File: src/verilog/axi_wr_pkg.sv
`default_nettype none

package axi_wr_pkg;

    // Port counts
    localparam int NUM_MASTERS = 2;
    localparam int NUM_SLAVES  = 4;
    localparam int MIDX_BITS   = $clog2(NUM_MASTERS);
    localparam int SIDX_BITS   = $clog2(NUM_SLAVES);

    // Address map, top two bits pick the slave
    localparam int ADDR_BITS    = 16;
    localparam int SLAVE_SEL_HI = 15;
    localparam int SLAVE_SEL_LO = 14;

    // Slave side ID carries the master index on top
    localparam int ID_BITS   = 4;
    localparam int IDS_BITS  = 5;
    localparam int DATA_BITS = 32;

    localparam logic [1:0] RESP_OKAY   = 2'b00;
    localparam logic [1:0] RESP_SLVERR = 2'b10;
    localparam logic [1:0] RESP_DECERR = 2'b11;

    // Configuration register file
    localparam int             CFG_ADDR_BITS = 1;
    localparam int             CFG_DATA_BITS = 8;
    localparam logic [CFG_ADDR_BITS-1:0] CFG_REG_MASK = 1'b0;
    localparam logic [CFG_ADDR_BITS-1:0] CFG_REG_PRIO = 1'b1;

    typedef enum logic [1:0] {
        ROUTE_NONE,
        ROUTE_DEC,
        ROUTE_SLV
    } route_t;

    typedef enum logic [1:0] {
        ARB_IDLE,
        ARB_ADDR,
        ARB_DATA,
        ARB_RESP
    } arb_state_t;

endpackage

`default_nettype wire

File: src/verilog/axi_b_if.sv
`default_nettype none

// Master side B handshake of the granted path
interface axi_b_if import axi_wr_pkg::*; ();

    logic               bvalid;
    logic               bready;
    logic [ID_BITS-1:0] bid;
    logic [1:0]         bresp;

    // Driven by the B router, bready mirrors the granted master
    modport router (
        output bvalid,
        output bready,
        output bid,
        output bresp
    );

    // Arbiter watches the handshake to release the grant
    modport arbiter (
        input bvalid,
        input bready,
        input bid,
        input bresp
    );

endinterface

`default_nettype wire

File: src/verilog/aw_arbiter.sv
`default_nettype none

module aw_arbiter import axi_wr_pkg::*; (
    input  logic                                  aclk,
    input  logic                                  rst_n,
    input  logic [NUM_MASTERS-1:0]                m_awvalid,
    input  logic [NUM_MASTERS-1:0][ADDR_BITS-1:0] m_awaddr,
    input  logic [NUM_MASTERS-1:0][ID_BITS-1:0]   m_awid,
    input  logic [NUM_SLAVES-1:0]                 s_awready,
    input  logic [NUM_SLAVES-1:0]                 slave_en,
    input  logic [MIDX_BITS-1:0]                  prio_master,
    input  logic                                  w_done,
    axi_b_if.arbiter                              b,
    output logic [NUM_MASTERS-1:0]                m_awready,
    output logic [NUM_SLAVES-1:0]                 s_awvalid,
    output logic [NUM_SLAVES-1:0][ADDR_BITS-1:0]  s_awaddr,
    output logic [NUM_SLAVES-1:0][IDS_BITS-1:0]   s_awid,
    output route_t                                route,
    output logic [MIDX_BITS-1:0]                  grant_m,
    output logic [SIDX_BITS-1:0]                  grant_s,
    output arb_state_t                            state,
    output logic [ID_BITS-1:0]                    dec_id
);

    logic [MIDX_BITS-1:0] win_m;
    logic [SIDX_BITS-1:0] win_s;
    logic                 aw_done;
    logic                 b_done;

    // Priority master wins a tie, otherwise the lone requester
    always_comb begin
        if (m_awvalid[prio_master]) begin
            win_m = prio_master;
        end else begin
            win_m = ~prio_master;
        end
        win_s = m_awaddr[win_m][SLAVE_SEL_HI:SLAVE_SEL_LO];
    end

    assign aw_done = m_awvalid[grant_m] && m_awready[grant_m];
    assign b_done  = b.bvalid && b.bready;

    always_ff @(posedge aclk or negedge rst_n) begin
        if (!rst_n) begin
            state   <= ARB_IDLE;
            route   <= ROUTE_NONE;
            grant_m <= '0;
            grant_s <= '0;
        end else begin
            case (state)
                ARB_IDLE: begin
                    if (|m_awvalid) begin
                        grant_m <= win_m;
                        grant_s <= win_s;
                        route   <= slave_en[win_s] ? ROUTE_SLV : ROUTE_DEC;
                        state   <= ARB_ADDR;
                    end
                end
                ARB_ADDR: begin
                    if (aw_done) state <= ARB_DATA;
                end
                ARB_DATA: begin
                    if (w_done) state <= ARB_RESP;
                end
                ARB_RESP: begin
                    if (b_done) begin
                        state <= ARB_IDLE;
                        route <= ROUTE_NONE;
                    end
                end
                default: state <= ARB_IDLE;
            endcase
        end
    end

    // ID for a locally generated DECERR response
    always_ff @(posedge aclk or negedge rst_n) begin
        if (!rst_n) begin
            dec_id <= '0;
        end else if (state == ARB_IDLE && |m_awvalid) begin
            dec_id <= m_awid[win_m];
        end
    end

    // AW forward to the decoded slave, or local accept on decode error
    always_comb begin
        m_awready = '0;
        s_awvalid = '0;
        s_awaddr  = '0;
        s_awid    = '0;
        if (state == ARB_ADDR) begin
            if (route == ROUTE_SLV) begin
                s_awvalid[grant_s] = m_awvalid[grant_m];
                s_awaddr[grant_s]  = m_awaddr[grant_m];
                s_awid[grant_s]    = {grant_m, m_awid[grant_m]};
                m_awready[grant_m] = s_awready[grant_s];
            end else if (route == ROUTE_DEC) begin
                m_awready[grant_m] = 1'b1;
            end
        end
    end

    a_grant_stable: assert property (@(posedge aclk) disable iff (!rst_n)
        state != ARB_IDLE |=> $stable(grant_m) && $stable(grant_s));

    a_resp_hold: assert property (@(posedge aclk) disable iff (!rst_n)
        state == ARB_RESP && !b_done |=> state == ARB_RESP);

endmodule

`default_nettype wire

File: src/verilog/axi_wr_xbar_top.sv
`default_nettype none

module axi_wr_xbar_top import axi_wr_pkg::*; (
    input  logic                                  aclk,
    input  logic                                  rst_n,
    // Masters
    input  logic [NUM_MASTERS-1:0]                m_awvalid,
    output logic [NUM_MASTERS-1:0]                m_awready,
    input  logic [NUM_MASTERS-1:0][ADDR_BITS-1:0] m_awaddr,
    input  logic [NUM_MASTERS-1:0][ID_BITS-1:0]   m_awid,
    input  logic [NUM_MASTERS-1:0]                m_wvalid,
    output logic [NUM_MASTERS-1:0]                m_wready,
    input  logic [NUM_MASTERS-1:0][DATA_BITS-1:0] m_wdata,
    output logic [NUM_MASTERS-1:0]                m_bvalid,
    input  logic [NUM_MASTERS-1:0]                m_bready,
    output logic [NUM_MASTERS-1:0][ID_BITS-1:0]   m_bid,
    output logic [NUM_MASTERS-1:0][1:0]           m_bresp,
    // Slaves
    output logic [NUM_SLAVES-1:0]                 s_awvalid,
    input  logic [NUM_SLAVES-1:0]                 s_awready,
    output logic [NUM_SLAVES-1:0][ADDR_BITS-1:0]  s_awaddr,
    output logic [NUM_SLAVES-1:0][IDS_BITS-1:0]   s_awid,
    output logic [NUM_SLAVES-1:0]                 s_wvalid,
    input  logic [NUM_SLAVES-1:0]                 s_wready,
    output logic [NUM_SLAVES-1:0][DATA_BITS-1:0]  s_wdata,
    input  logic [NUM_SLAVES-1:0]                 s_bvalid,
    output logic [NUM_SLAVES-1:0]                 s_bready,
    input  logic [NUM_SLAVES-1:0][IDS_BITS-1:0]   s_bid,
    input  logic [NUM_SLAVES-1:0][1:0]            s_bresp,
    // Configuration
    input  logic                                  cfg_we,
    input  logic [CFG_ADDR_BITS-1:0]              cfg_addr,
    input  logic [CFG_DATA_BITS-1:0]              cfg_wdata,
    output logic [CFG_DATA_BITS-1:0]              cfg_rdata
);

    logic [NUM_SLAVES-1:0] slave_en;
    logic [MIDX_BITS-1:0]  prio_master;
    route_t                route;
    logic [MIDX_BITS-1:0]  grant_m;
    logic [SIDX_BITS-1:0]  grant_s;
    arb_state_t            state;
    logic [ID_BITS-1:0]    dec_id;
    logic                  w_done;

    axi_b_if b_bus ();

    xbar_cfg_regs u_cfg (
        .aclk(aclk), .rst_n(rst_n),
        .cfg_we(cfg_we), .cfg_addr(cfg_addr), .cfg_wdata(cfg_wdata),
        .cfg_rdata(cfg_rdata), .slave_en(slave_en), .prio_master(prio_master)
    );

    aw_arbiter u_arb (
        .aclk(aclk), .rst_n(rst_n),
        .m_awvalid(m_awvalid), .m_awaddr(m_awaddr), .m_awid(m_awid),
        .s_awready(s_awready), .slave_en(slave_en), .prio_master(prio_master),
        .w_done(w_done), .b(b_bus),
        .m_awready(m_awready), .s_awvalid(s_awvalid), .s_awaddr(s_awaddr),
        .s_awid(s_awid), .route(route), .grant_m(grant_m), .grant_s(grant_s),
        .state(state), .dec_id(dec_id)
    );

    w_channel_router u_w (
        .aclk(aclk), .rst_n(rst_n),
        .route(route), .grant_m(grant_m), .grant_s(grant_s), .state(state),
        .m_wvalid(m_wvalid), .m_wdata(m_wdata), .s_wready(s_wready),
        .m_wready(m_wready), .s_wvalid(s_wvalid), .s_wdata(s_wdata),
        .w_done(w_done)
    );

    write_response_channel u_b (
        .aclk(aclk), .rst_n(rst_n),
        .route(route), .grant_m(grant_m), .grant_s(grant_s), .state(state),
        .dec_id(dec_id), .s_bvalid(s_bvalid), .s_bid(s_bid), .s_bresp(s_bresp),
        .m_bready(m_bready), .s_bready(s_bready), .m_bid(m_bid),
        .m_bresp(m_bresp), .m_bvalid(m_bvalid), .b(b_bus)
    );

endmodule

`default_nettype wire

File: src/verilog/w_channel_router.sv
`default_nettype none

module w_channel_router import axi_wr_pkg::*; (
    input  logic                                  aclk,
    input  logic                                  rst_n,
    input  route_t                                route,
    input  logic [MIDX_BITS-1:0]                  grant_m,
    input  logic [SIDX_BITS-1:0]                  grant_s,
    input  arb_state_t                            state,
    input  logic [NUM_MASTERS-1:0]                m_wvalid,
    input  logic [NUM_MASTERS-1:0][DATA_BITS-1:0] m_wdata,
    input  logic [NUM_SLAVES-1:0]                 s_wready,
    output logic [NUM_MASTERS-1:0]                m_wready,
    output logic [NUM_SLAVES-1:0]                 s_wvalid,
    output logic [NUM_SLAVES-1:0][DATA_BITS-1:0]  s_wdata,
    output logic                                  w_done
);

    always_comb begin
        m_wready = '0;
        s_wvalid = '0;
        s_wdata  = '0;
        if (state == ARB_DATA) begin
            if (route == ROUTE_SLV) begin
                s_wvalid[grant_s] = m_wvalid[grant_m];
                s_wdata[grant_s]  = m_wdata[grant_m];
                m_wready[grant_m] = s_wready[grant_s];
            end else if (route == ROUTE_DEC) begin
                // Beat is sunk here
                m_wready[grant_m] = 1'b1;
            end
        end
    end

    assign w_done = m_wvalid[grant_m] && m_wready[grant_m];

    // Only the decoded slave sees the beat, and only in the data phase
    a_w_phase: assert property (@(posedge aclk) disable iff (!rst_n)
        |s_wvalid |-> state == ARB_DATA && route == ROUTE_SLV && $onehot(s_wvalid));

endmodule

`default_nettype wire

File: src/verilog/write_response_channel.sv
`default_nettype none

module write_response_channel import axi_wr_pkg::*; (
    input  logic                                 aclk,
    input  logic                                 rst_n,
    input  route_t                               route,
    input  logic [MIDX_BITS-1:0]                 grant_m,
    input  logic [SIDX_BITS-1:0]                 grant_s,
    input  arb_state_t                           state,
    input  logic [ID_BITS-1:0]                   dec_id,
    input  logic [NUM_SLAVES-1:0]                s_bvalid,
    input  logic [NUM_SLAVES-1:0][IDS_BITS-1:0]  s_bid,
    input  logic [NUM_SLAVES-1:0][1:0]           s_bresp,
    input  logic [NUM_MASTERS-1:0]               m_bready,
    output logic [NUM_SLAVES-1:0]                s_bready,
    output logic [NUM_MASTERS-1:0][ID_BITS-1:0]  m_bid,
    output logic [NUM_MASTERS-1:0][1:0]          m_bresp,
    output logic [NUM_MASTERS-1:0]               m_bvalid,
    axi_b_if.router                              b
);

    logic pass_slv;

    assign pass_slv = (state == ARB_RESP) && (route == ROUTE_SLV);

    // Per master B mux, idle masters see ID zero and DECERR
    always_comb begin
        for (int m = 0; m < NUM_MASTERS; m++) begin
            m_bvalid[m] = 1'b0;
            m_bid[m]    = '0;
            m_bresp[m]  = RESP_DECERR;
        end
        s_bready = '0;
        if (state == ARB_RESP) begin
            case (route)
                ROUTE_SLV: begin
                    m_bvalid[grant_m] = s_bvalid[grant_s];
                    // Strip the master index bit
                    m_bid[grant_m]    = s_bid[grant_s][ID_BITS-1:0];
                    m_bresp[grant_m]  = s_bresp[grant_s];
                    s_bready[grant_s] = m_bready[grant_m];
                end
                ROUTE_DEC: begin
                    m_bvalid[grant_m] = 1'b1;
                    m_bid[grant_m]    = dec_id;
                    m_bresp[grant_m]  = RESP_DECERR;
                end
                default: ;
            endcase
        end
    end

    // Granted path for the arbiter
    assign b.bvalid = m_bvalid[grant_m];
    assign b.bready = m_bready[grant_m];
    assign b.bid    = m_bid[grant_m];
    assign b.bresp  = m_bresp[grant_m];

    // Slave must echo the ID the arbiter built
    a_bid_master: assert property (@(posedge aclk) disable iff (!rst_n)
        pass_slv && s_bvalid[grant_s] |-> s_bid[grant_s][IDS_BITS-1] == grant_m);

endmodule

`default_nettype wire

File: src/verilog/xbar_cfg_regs.sv
`default_nettype none

module xbar_cfg_regs import axi_wr_pkg::*; (
    input  logic                     aclk,
    input  logic                     rst_n,
    input  logic                     cfg_we,
    input  logic [CFG_ADDR_BITS-1:0] cfg_addr,
    input  logic [CFG_DATA_BITS-1:0] cfg_wdata,
    output logic [CFG_DATA_BITS-1:0] cfg_rdata,
    output logic [NUM_SLAVES-1:0]    slave_en,
    output logic [MIDX_BITS-1:0]     prio_master
);

    // All slaves enabled, master 0 wins ties out of reset
    always_ff @(posedge aclk or negedge rst_n) begin
        if (!rst_n) begin
            slave_en    <= '1;
            prio_master <= '0;
        end else if (cfg_we) begin
            case (cfg_addr)
                CFG_REG_MASK: slave_en    <= cfg_wdata[NUM_SLAVES-1:0];
                CFG_REG_PRIO: prio_master <= cfg_wdata[MIDX_BITS-1:0];
                default: ;
            endcase
        end
    end

    // Readback, zero extended
    always_comb begin
        cfg_rdata = '0;
        case (cfg_addr)
            CFG_REG_MASK: cfg_rdata[NUM_SLAVES-1:0] = slave_en;
            CFG_REG_PRIO: cfg_rdata[MIDX_BITS-1:0]  = prio_master;
            default: ;
        endcase
    end

endmodule

`default_nettype wire
File: config.mk
export PLATFORM = sky130hd
export DESIGN_NAME = axi_wr_xbar_top
export DESIGN_NICKNAME = d
export VERILOG_FILES = /design/src/verilog/axi_wr_pkg.sv /design/src/verilog/axi_b_if.sv /design/src/verilog/aw_arbiter.sv /design/src/verilog/axi_wr_xbar_top.sv /design/src/verilog/w_channel_router.sv /design/src/verilog/write_response_channel.sv /design/src/verilog/xbar_cfg_regs.sv
export SDC_FILE = /design/constraint.sdc
export NUM_CORES = 1
export LEC_CHECK = 0
export BUFFER_PORTS_ARGS = -buffer_cell sky130_fd_sc_hd__buf_2
export CORE_AREA = 3 3 157 159
export CTS_BUF_LIST = sky130_fd_sc_hd__clkbuf_8
export DETAILED_ROUTE_END_ITERATION = 10
export DIE_AREA = 0 0 160 162
export GPL_TIMING_DRIVEN = 0
export RECOVER_POWER = 100
export SYNTH_ARGS = -nofsm -noshare
export SYNTH_HDL_FRONTEND = slang
export SYNTH_SLANG_ARGS = --single-unit
export TNS_END_PERCENT = 30
File: constraint.sdc
create_clock -name aclk -period 2 [get_ports aclk]
set_clock_uncertainty 0.1 [all_clocks]
set_input_delay 0.4 -clock aclk [delete_from_list [all_inputs] [get_ports aclk]]
set_output_delay 0.4 -clock aclk [all_outputs]
set_load 0.02 [all_outputs]
# After elaboration in Yosys (flattened, before gate mapping)
# Cells that the tools add are included.
dict set report totals {
  register_bits 16
  in_bits 162
  output_inout_bits 250
  wordCells 136
}
dict set report op_classes {
  order_cmp 7
  eq_ne 9
  n_mux 84
  bitwise 15
  reduce_logical 14
}
# operator count
set op_table {}
lappend op_table {{two-way mux 128 bit} 2}
lappend op_table {{bitwise AND 128 bit} 1}
lappend op_table {{two-way mux 64 bit} 2}
lappend op_table {{two-way mux 32 bit} 3}
lappend op_table {{two-way mux 16 bit} 5}
lappend op_table {{bitwise AND 64 bit} 1}
lappend op_table {{demux 32 bit (select 2 bit)} 1}
lappend op_table {{two-way mux 4 bit} 14}
lappend op_table {{two-way mux 20 bit} 2}
lappend op_table {{demux 16 bit (select 2 bit)} 1}
lappend op_table {{two-way mux 2 bit} 14}
lappend op_table {{two-way mux 1 bit} 21}
lappend op_table {{bitwise AND 20 bit} 1}
lappend op_table {{bitwise AND 8 bit} 2}
lappend op_table {{one-hot mux 8 bit (2 select lines)} 1}
lappend op_table {{bitwise AND 4 bit} 3}
lappend op_table {{binary-select mux 5 bit (select 2 bit)} 1}
lappend op_table {{demux 5 bit (select 2 bit)} 1}
lappend op_table {{binary-select mux 1 bit (select 2 bit)} 4}
lappend op_table {{two-way mux 8 bit} 1}
lappend op_table {{inequality test 2 x 1 -> 1 bit (second input constant)} 4}
lappend op_table {{one-hot mux 2 bit (2 select lines)} 2}
lappend op_table {{one-hot mux 2 bit (4 select lines)} 1}
lappend op_table {{bitwise AND 2 bit} 3}
lappend op_table {{other kinds (24)} 38}

# Logic depth before layout (Yosys ltp)
# Gate-level depths: netlist of run 1.
dict set report depth {
  ltp_word 12
  ltp_mapped 8
  depth_no_buf 7
}

# Modules after synthesis
# A second synthesis of run 1 with hierarchy kept.
dict set report unflattened {
  cells_unflattened 511
  hier_area_um2 3367.0
}
# module n_inst cells_each area_each_um2 seq_area_each_um2
set by_module_without_submodules {}
lappend by_module_without_submodules {aw_arbiter 1 214 1420.1 275.3}
lappend by_module_without_submodules {w_channel_router 1 199 1119.8 0.0}
lappend by_module_without_submodules {write_response_channel 1 77 533.0 0.0}
lappend by_module_without_submodules {xbar_cfg_regs 1 21 294.0 130.1}

# Worst setup path before layout of run 1
# No wires, ideal clock.
dict set report synth_path {
  path_type {register to output}
  startpoint {reg u_arb.route[0]}
  endpoint {out m_awready[0]}
  arrival_ps 1781
  required_time_ps 1500
  setup_slack_ps -281
  stages_incl_launch_ff 8
  n_path_buf 1
  path_cell_list {dfrtp_1 -> inv_1 -> ha_1 -> and2_1 -> clkbuf_1 -> a221o_1 -> or2_2 -> nor2_1}
}
dict set report synth_between {
  elab_chain_cells 4
  word_cells_on_any_way 5
  cone_classes {eq/ne (2); mux (3)}
}
# element line
set synth_rtl {}
lappend synth_rtl {{start: declaration} aw_arbiter.sv:18} ;# output route_t route,
lappend synth_rtl {{start signal: assignment} aw_arbiter.sv:55} ;# route <= slave_en[win_s] ? ROUTE_SLV : ROUTE_DEC;
lappend synth_rtl {{equality test 2 x 1 -> 1 bit} aw_arbiter.sv:97} ;# end else if (route == ROUTE_DEC) begin
lappend synth_rtl {{two-way mux 2 bit} aw_arbiter.sv:97}
lappend synth_rtl {{two-way mux 2 bit *} aw_arbiter.sv:92} ;# if (route == ROUTE_SLV) begin
lappend synth_rtl {{two-way mux 2 bit *} aw_arbiter.sv:91} ;# if (state == ARB_ADDR) begin
lappend synth_rtl {{end: declaration} axi_wr_xbar_top.sv:8} ;# output logic [NUM_MASTERS-1:0] m_awready,
# Mark *: on every way between the ends. The rest lies on a longest branch, timed or not.

# Worst setup path in the final report of run 1
dict set report layout_path {
  startpoint {reg u_arb.route[1]}
  endpoint {out m_awready[1]}
}
# Same word-level chain as after synthesis.

==> results.cfg, run 1 <==
[pwr]
p_leak_nw = 3.91
p_sw_w = 0.000439
sw_frac_of_total_pct = 37.4
power_density_nw_per_um2 = 133
ir_drop_mv = 0.155
p_int_w = 0.000734
pwr-share-seq_pct = 31.0
combinationalPowerShare_pct = 48.1
clkPwrFrac_pct = 20.9

[global_route]
grt_pass1_wl_um = 32400
grt_use_total_pct = 16.0
grt-busiest-layer = met2
gr-usage-met1_pct = 18.4
antenna_found_initial = 2
grt_use_met2_pct = 31.3
grt_pass1_vias = 5328
grt_overflow = 0
grt_max_degree = 17
grt_util_met3_pct = 2.63

[synthesis]
synth_edf_count = 0
syn-instance-count = 464
synth_top_flop_cell = dfrtp_1
synthTopCellsByArea = nor2_1 (31%), mux2i_1 (23%), dfrtp_1 (10%), mux4_2 (6.1%), dfstp_2 (3.6%)
ys_types = 38
synth_top_area_share_pct = 30.6
yosys_register_bits = 16
syn_area_um2 = 2950
yosysWarnings = 0
syn_avg_cell_area_um2 = 6.35
yosysSeqAreaShare_pct = 13.8
async_reset_ff_share_pct = 100
yosysTopAreaCell = nor2_1

[sta]
worst_hold_slack_ns = 0.294
setup_viol = 246
timing.final.crit_share_pct = 124
slew_headroom_pct = 40.1
rsz0062_at_grt = true
max_freq_mhz = 404
fin_crit_ns = 2.47
timing.final.ws_setup_ns = -0.475
worstMarginPinSlew_ns = 0.898
hold_viol = 0
finalMaxSlewViolations = 0

[run_status]
outcome = finished with violations
violations = negative setup slack

[finish]
final_common_cell = buf_2
syn_to_final_growth_pct = 200
fillers = 2272
nets = 1083
final_cell_mix = buf_2 (209), buf_6 (117), nor2_1 (104), buf_4 (101), nor2_4 (87)
drive_gt1_share_pct = 78.7
antenna-diode-count = 0
final_cell_area_um2 = 8830

[routing]
drcViolationCount = 0
vias_per_cell = 4.29
drt-initial-drc-count = 196
vias = 5286
avgRoutedWirePerCell_um = 19.0
detail_route.first_pass.iterations = 4
ant_nets = 0
drt_wl_total_um = 23400

[worst_hold_path]
min-delay-start = cfg_wdata[3]
holdCritPathClass = in2reg
min_to = u_cfg.slave_en[3]
holdPathStages = 2

[clock_network]
clockRootBuffer = clkbuf_8
clock_path_buffers = 2
clock_latency_ns = 0.25
cts_buffers = 3
tritoncts = yes
cts.sinks = 16
cts_htree_levels = 1
clk_pin_slew_worst_paths_ns = 0.07

[setup_path]
regToRegEndpoint = u_arb.route[0]
rrSetupSlack_ns = -0.27
timing.rr.start = u_cfg.prio_master
end_kind = output port
reg2regPathDepth = 4
cp-start-kind = flip-flop
path_max_fanout = 5
worstSetupPathType = reg2out
cp.arrival_ns = 1.97
required_ns = 1.50

[placed_design]
place_hpwl_um = 16800
io_buffers = 399
dpl_cell_area_um2 = 5830
pre_cts_ws_ns = -1.10
gp_congestion = 0.816

[floorplan]
start_util_pct = 12.6
io_pins = 412
rows = 56
die_w_um = 160
die_area_um2 = 25900
core_area_um2 = 23400
die_h_um = 162

[job]
cap_viol_max_count = 0
[worst max path at each step]
stage	startpoint	end	slack, ns
floorplan	u_arb.grant_m	s_wdata[10]	-0.08
global placement	u_arb.grant_m	s_wdata[93]	-1.07
detailed placement	u_arb.grant_m	s_wdata[93]	-1.10
CTS	u_arb.route[1]	m_awready[1]	-0.48
global route	u_arb.route[0]	m_awready[1]	-0.54
finish	u_arb.route[1]	m_awready[1]	-0.47
[what timing repair did]
| item | CTS | global route |
|---|---|---|
| buffers inserted | 26 | 5 |
| pin swaps | 51 | 36 |
| endpoints found under the hold margin | 12 | 0 |
| hold buffers | 1 | 0 |
| endpoints found under the setup margin | 247 | 253 |
| cloned | 11 | 2 |
| resized for setup | 439 | 203 |
[routing by layer]
| layer | vias to the layer above | wire [um] |
|---|---|---|
| met1 | 2510 | 8790 |
| met4 | 4 | 582 |
| met2 | 302 | 12400 |
| met5 | - | 24 |
| li1 | 2437 | - |
| met3 | 33 | 1610 |
[critical path, stage by stage (launching register included)]
cell and delay (ns):
dfrtp_1 0.43, ha_4 0.18, nor2b_4 0.16, buf_6 0.13, a221o_1 0.32, or2_4 0.28
nor2_4 0.09, buf_6 0.12
[area by class of cell]
type	instances	area, um2	area share, %
Clock buffer	3	41.3	0.468
Multi-Input combinational cell	406	3850	43.7
Tap cell	319	399	4.52
Buffer	37	656	7.43
Timing Repair Buffer	444	3440	38.9
Inverter	7	26.3	0.298
Clock inverter	1	3.75	0.0425
Sequential cell	16	410	4.65
[stage by stage]
| step | power [W] | setup TNS, ns | cells | utilization (%) |
|---|---|---|---|---|
| after global routing | 0.00124 | -93.24 | 1233 | 37.7 |
| after CTS | 0.00114 | -79.48 | 1226 | 34.4 |
| final | 0.00117 | -70.33 | 1233 | 37.7 |
| after global placement | 0.000790 | -182.45 | 1185 | 24.9 |
| after floorplan | 0.000570 | -8.12 | 467 | - |
| after detailed placement | 0.000799 | -192.13 | 1185 | 24.9 |
[cells by family after synthesis]
group,count (synthesis),synth area share (%)
adders and majority gates,6,2.55
muxes,84,32.7
other,1,0.127
buffers and inverters,45,6.58
and+or+nand+nor,286,38.8
DFF,16,13.8
AOI/OAI and AO/OA,26,5.48
[flip-flops by register name, indices dropped and copies added (netlist names)]
name / cells
u_cfg.prio_master: 1
u_arb.state: 2
u_arb.grant_s: 2
u_arb.dec_id: 4
u_arb.route: 2
u_arb.grant_m: 1
u_cfg.slave_en: 4
[cells in the mapped netlist (2+ instances only)]
cell type	count
clkbuf_1	26
nand3_1	6
ha_1	6
nand2_1	19
buf_2	5
or2_2	3
mux2_2	7
and3_1	2
nor2_1	240
buf_1	2
buf_4	5
inv_1	6
a21oi_1	6
mux4_2	8
o211ai_1	2
dfstp_2	4
dfrtp_1	12
o21ai_0	12
or3_1	2
nor2b_1	6
mux2i_1	68
[power by group through the flow]
stage	combinational, W	clock, W	sequential [W]
final	0.000565	0.000245	0.000364
after detailed placement	0.000429	0	0.000370
after global routing	0.000598	0.000272	0.000367
after global placement	0.000422	0	0.000368
after CTS	0.000524	0.000253	0.000365
after floorplan	0.000208	0	0.000362
No activity file was read; power rests on OpenSTA's default activity.
==> run 2, diff against run 1 <==
- CORE_AREA: 3 3 157 159 -> 3 3 158 160
- DIE_AREA: 0 0 160 162 -> 0 0 161 163
- clock period: 2 -> 2.3 ns (I/O delays scaled with it)
==> results.cfg, run 2 (synthesized netlist as in run 1, its figures left out) <==
[finish]
stdcell_count = 1218
syn_to_final_growth_pct = 180
final_cell_area_um2 = 8250
antenna-diode-count = 0
nets = 1068
final_cell_mix = buf_2 (217), nor2_1 (127), buf_4 (103), buf_6 (93), nor2_4 (63)
fillers = 2390
final_common_cell = buf_2
drive_gt1_share_pct = 75.6
multiInputGateArea_um2 = 3630
largestRegisters = u_arb.dec_id (4), u_cfg.slave_en (4)
seqCellArea_um2 = 410

[clock_network]
clk_pin_slew_worst_paths_ns = 0.07
clock_latency_ns = 0.25
cts_htree_levels = 1
cts_hold_buf = 0
cts_buffers = 3
cts.sinks = 16
clock_path_buffers = 2
clockRootBuffer = clkbuf_8
tritoncts = yes

[run_status]
outcome = finished with violations
violations = negative setup slack

[placed_design]
place_hpwl_um = 16200
dpl_cell_area_um2 = 5350
gp_congestion = 0.770
place_inst = 1185
io_buffers = 399

[floorplan]
start_util_pct = 12.5
core_area_um2 = 23500
io_pins = 412
die_area_um2 = 26200
die_h_um = 163
die_w_um = 161
rows = 56

[routing]
drt-initial-drc-count = 282
vias_per_cell = 4.28
wl_met1_um = 9120
drt_wl_total_um = 22900
wl_met2_um = 12200
drcViolationCount = 0
detail_route.first_pass.iterations = 4
ant_nets = 0
wl_met3_um = 1230
top_layer = met4
avgRoutedWirePerCell_um = 18.8
vias = 5209

[setup_path]
regToRegEndpoint = u_arb.state[1]
timing.rr.start = u_arb.grant_s[0]
critPathLaunch = u_arb.grant_s[0]
worstSetupPathType = reg2out
cp.arrival_ns = 1.96
end_kind = output port
cp-start-kind = flip-flop
required_ns = 1.74
reg2regPathDepth = 7
rrSetupSlack_ns = 0.06
path_max_fanout = 6

[pwr]
power_density_nw_per_um2 = 122
p_leak_nw = 3.75
fin_total_pwr_w = 0.00101
ir_drop_mv = 0.117

[sta]
worstMarginPinSlew_ns = 0.879
hold_viol = 0
max_freq_mhz = 398
finalMaxSlewViolations = 0
timing.final.crit_share_pct = 109
fin_crit_ns = 2.52
setup_viol = 199
tns_ns = -16.07
timing.final.ws_setup_ns = -0.215
rsz0062_at_grt = true
worst_hold_slack_ns = 0.216
slew_headroom_pct = 39.8

[global_route]
grt_overflow = 0
grt_pass1_vias = 5275
grt_pass1_wl_um = 31200
grt_use_total_pct = 15.1
antenna_found_initial = 0
grt_max_degree = 17

[job]
cap_viol_max_count = 0

[worst_hold_path]
holdCritPathClass = in2async
-- run 2: metrics by stage --
stage | utilization (%) | setup WS [ns]
global placement | 22.7 | -0.870
finish | 35.1 | -0.215
floorplan | - | -0.0410
global route | 35.1 | -0.316
detailed placement | 22.7 | -0.962
CTS | 31.7 | -0.240
-- run 2: area by class of cell --
| cell class | count | share of cell area, % |
|---|---|---|
| well taps | 319 | 4.84 |
| plain buffers | 37 | 7.40 |
| inverters | 7 | 0.318 |
| multi-input cells | 406 | 44.0 |
| flip-flops and latches | 16 | 4.97 |
| clock inverters | 1 | 0.0455 |
| repair buffers | 429 | 37.9 |
| clock buffers | 3 | 0.500 |
-- run 2: where the power goes --
part | switching (W) | internal, W | total [W]
Sequential | 0.0000113 | 0.000303 | 0.000314
Combinational | 0.000268 | 0.000214 | 0.000482
Clock | 0.0000967 | 0.000118 | 0.000215
-- run 2: how the worst max path moves through the flow --
stage	end	slack (ns)	cells past startpoint
2_1_floorplan	m_awready[0]	-0.04	7
3_5_place_dp	s_wdata[118]	-0.96	6
3_3_place_gp	s_wdata[118]	-0.87	6
6_report	m_bresp[1]	-0.22	4
4_1_cts	m_awready[0]	-0.24	6
5_1_grt	s_wdata[43]	-0.32	8
-- run 2: layer usage --
layer | global-route usage (%) | up-vias
met5 | 0 | -
met4 | 2.54 | 0
met3 | 1.53 | 34
met2 | 28.5 | 269
met1 | 18.9 | 2512
li1 | - | 2394
-- run 2: critical path: stages (launching register included) --
cell and delay, ns:
dfrtp_2 0.52, buf_12 0.18, mux4_2 0.51, or3_1 0.33
buf_2 0.17
-- run 2: timing repair --
action,4_1_cts,5_1_grt
pin swaps,48,29
gates cloned,10,1
setup endpoints to repair,246,244
resized for setup,479,219
setup buffers,15,5
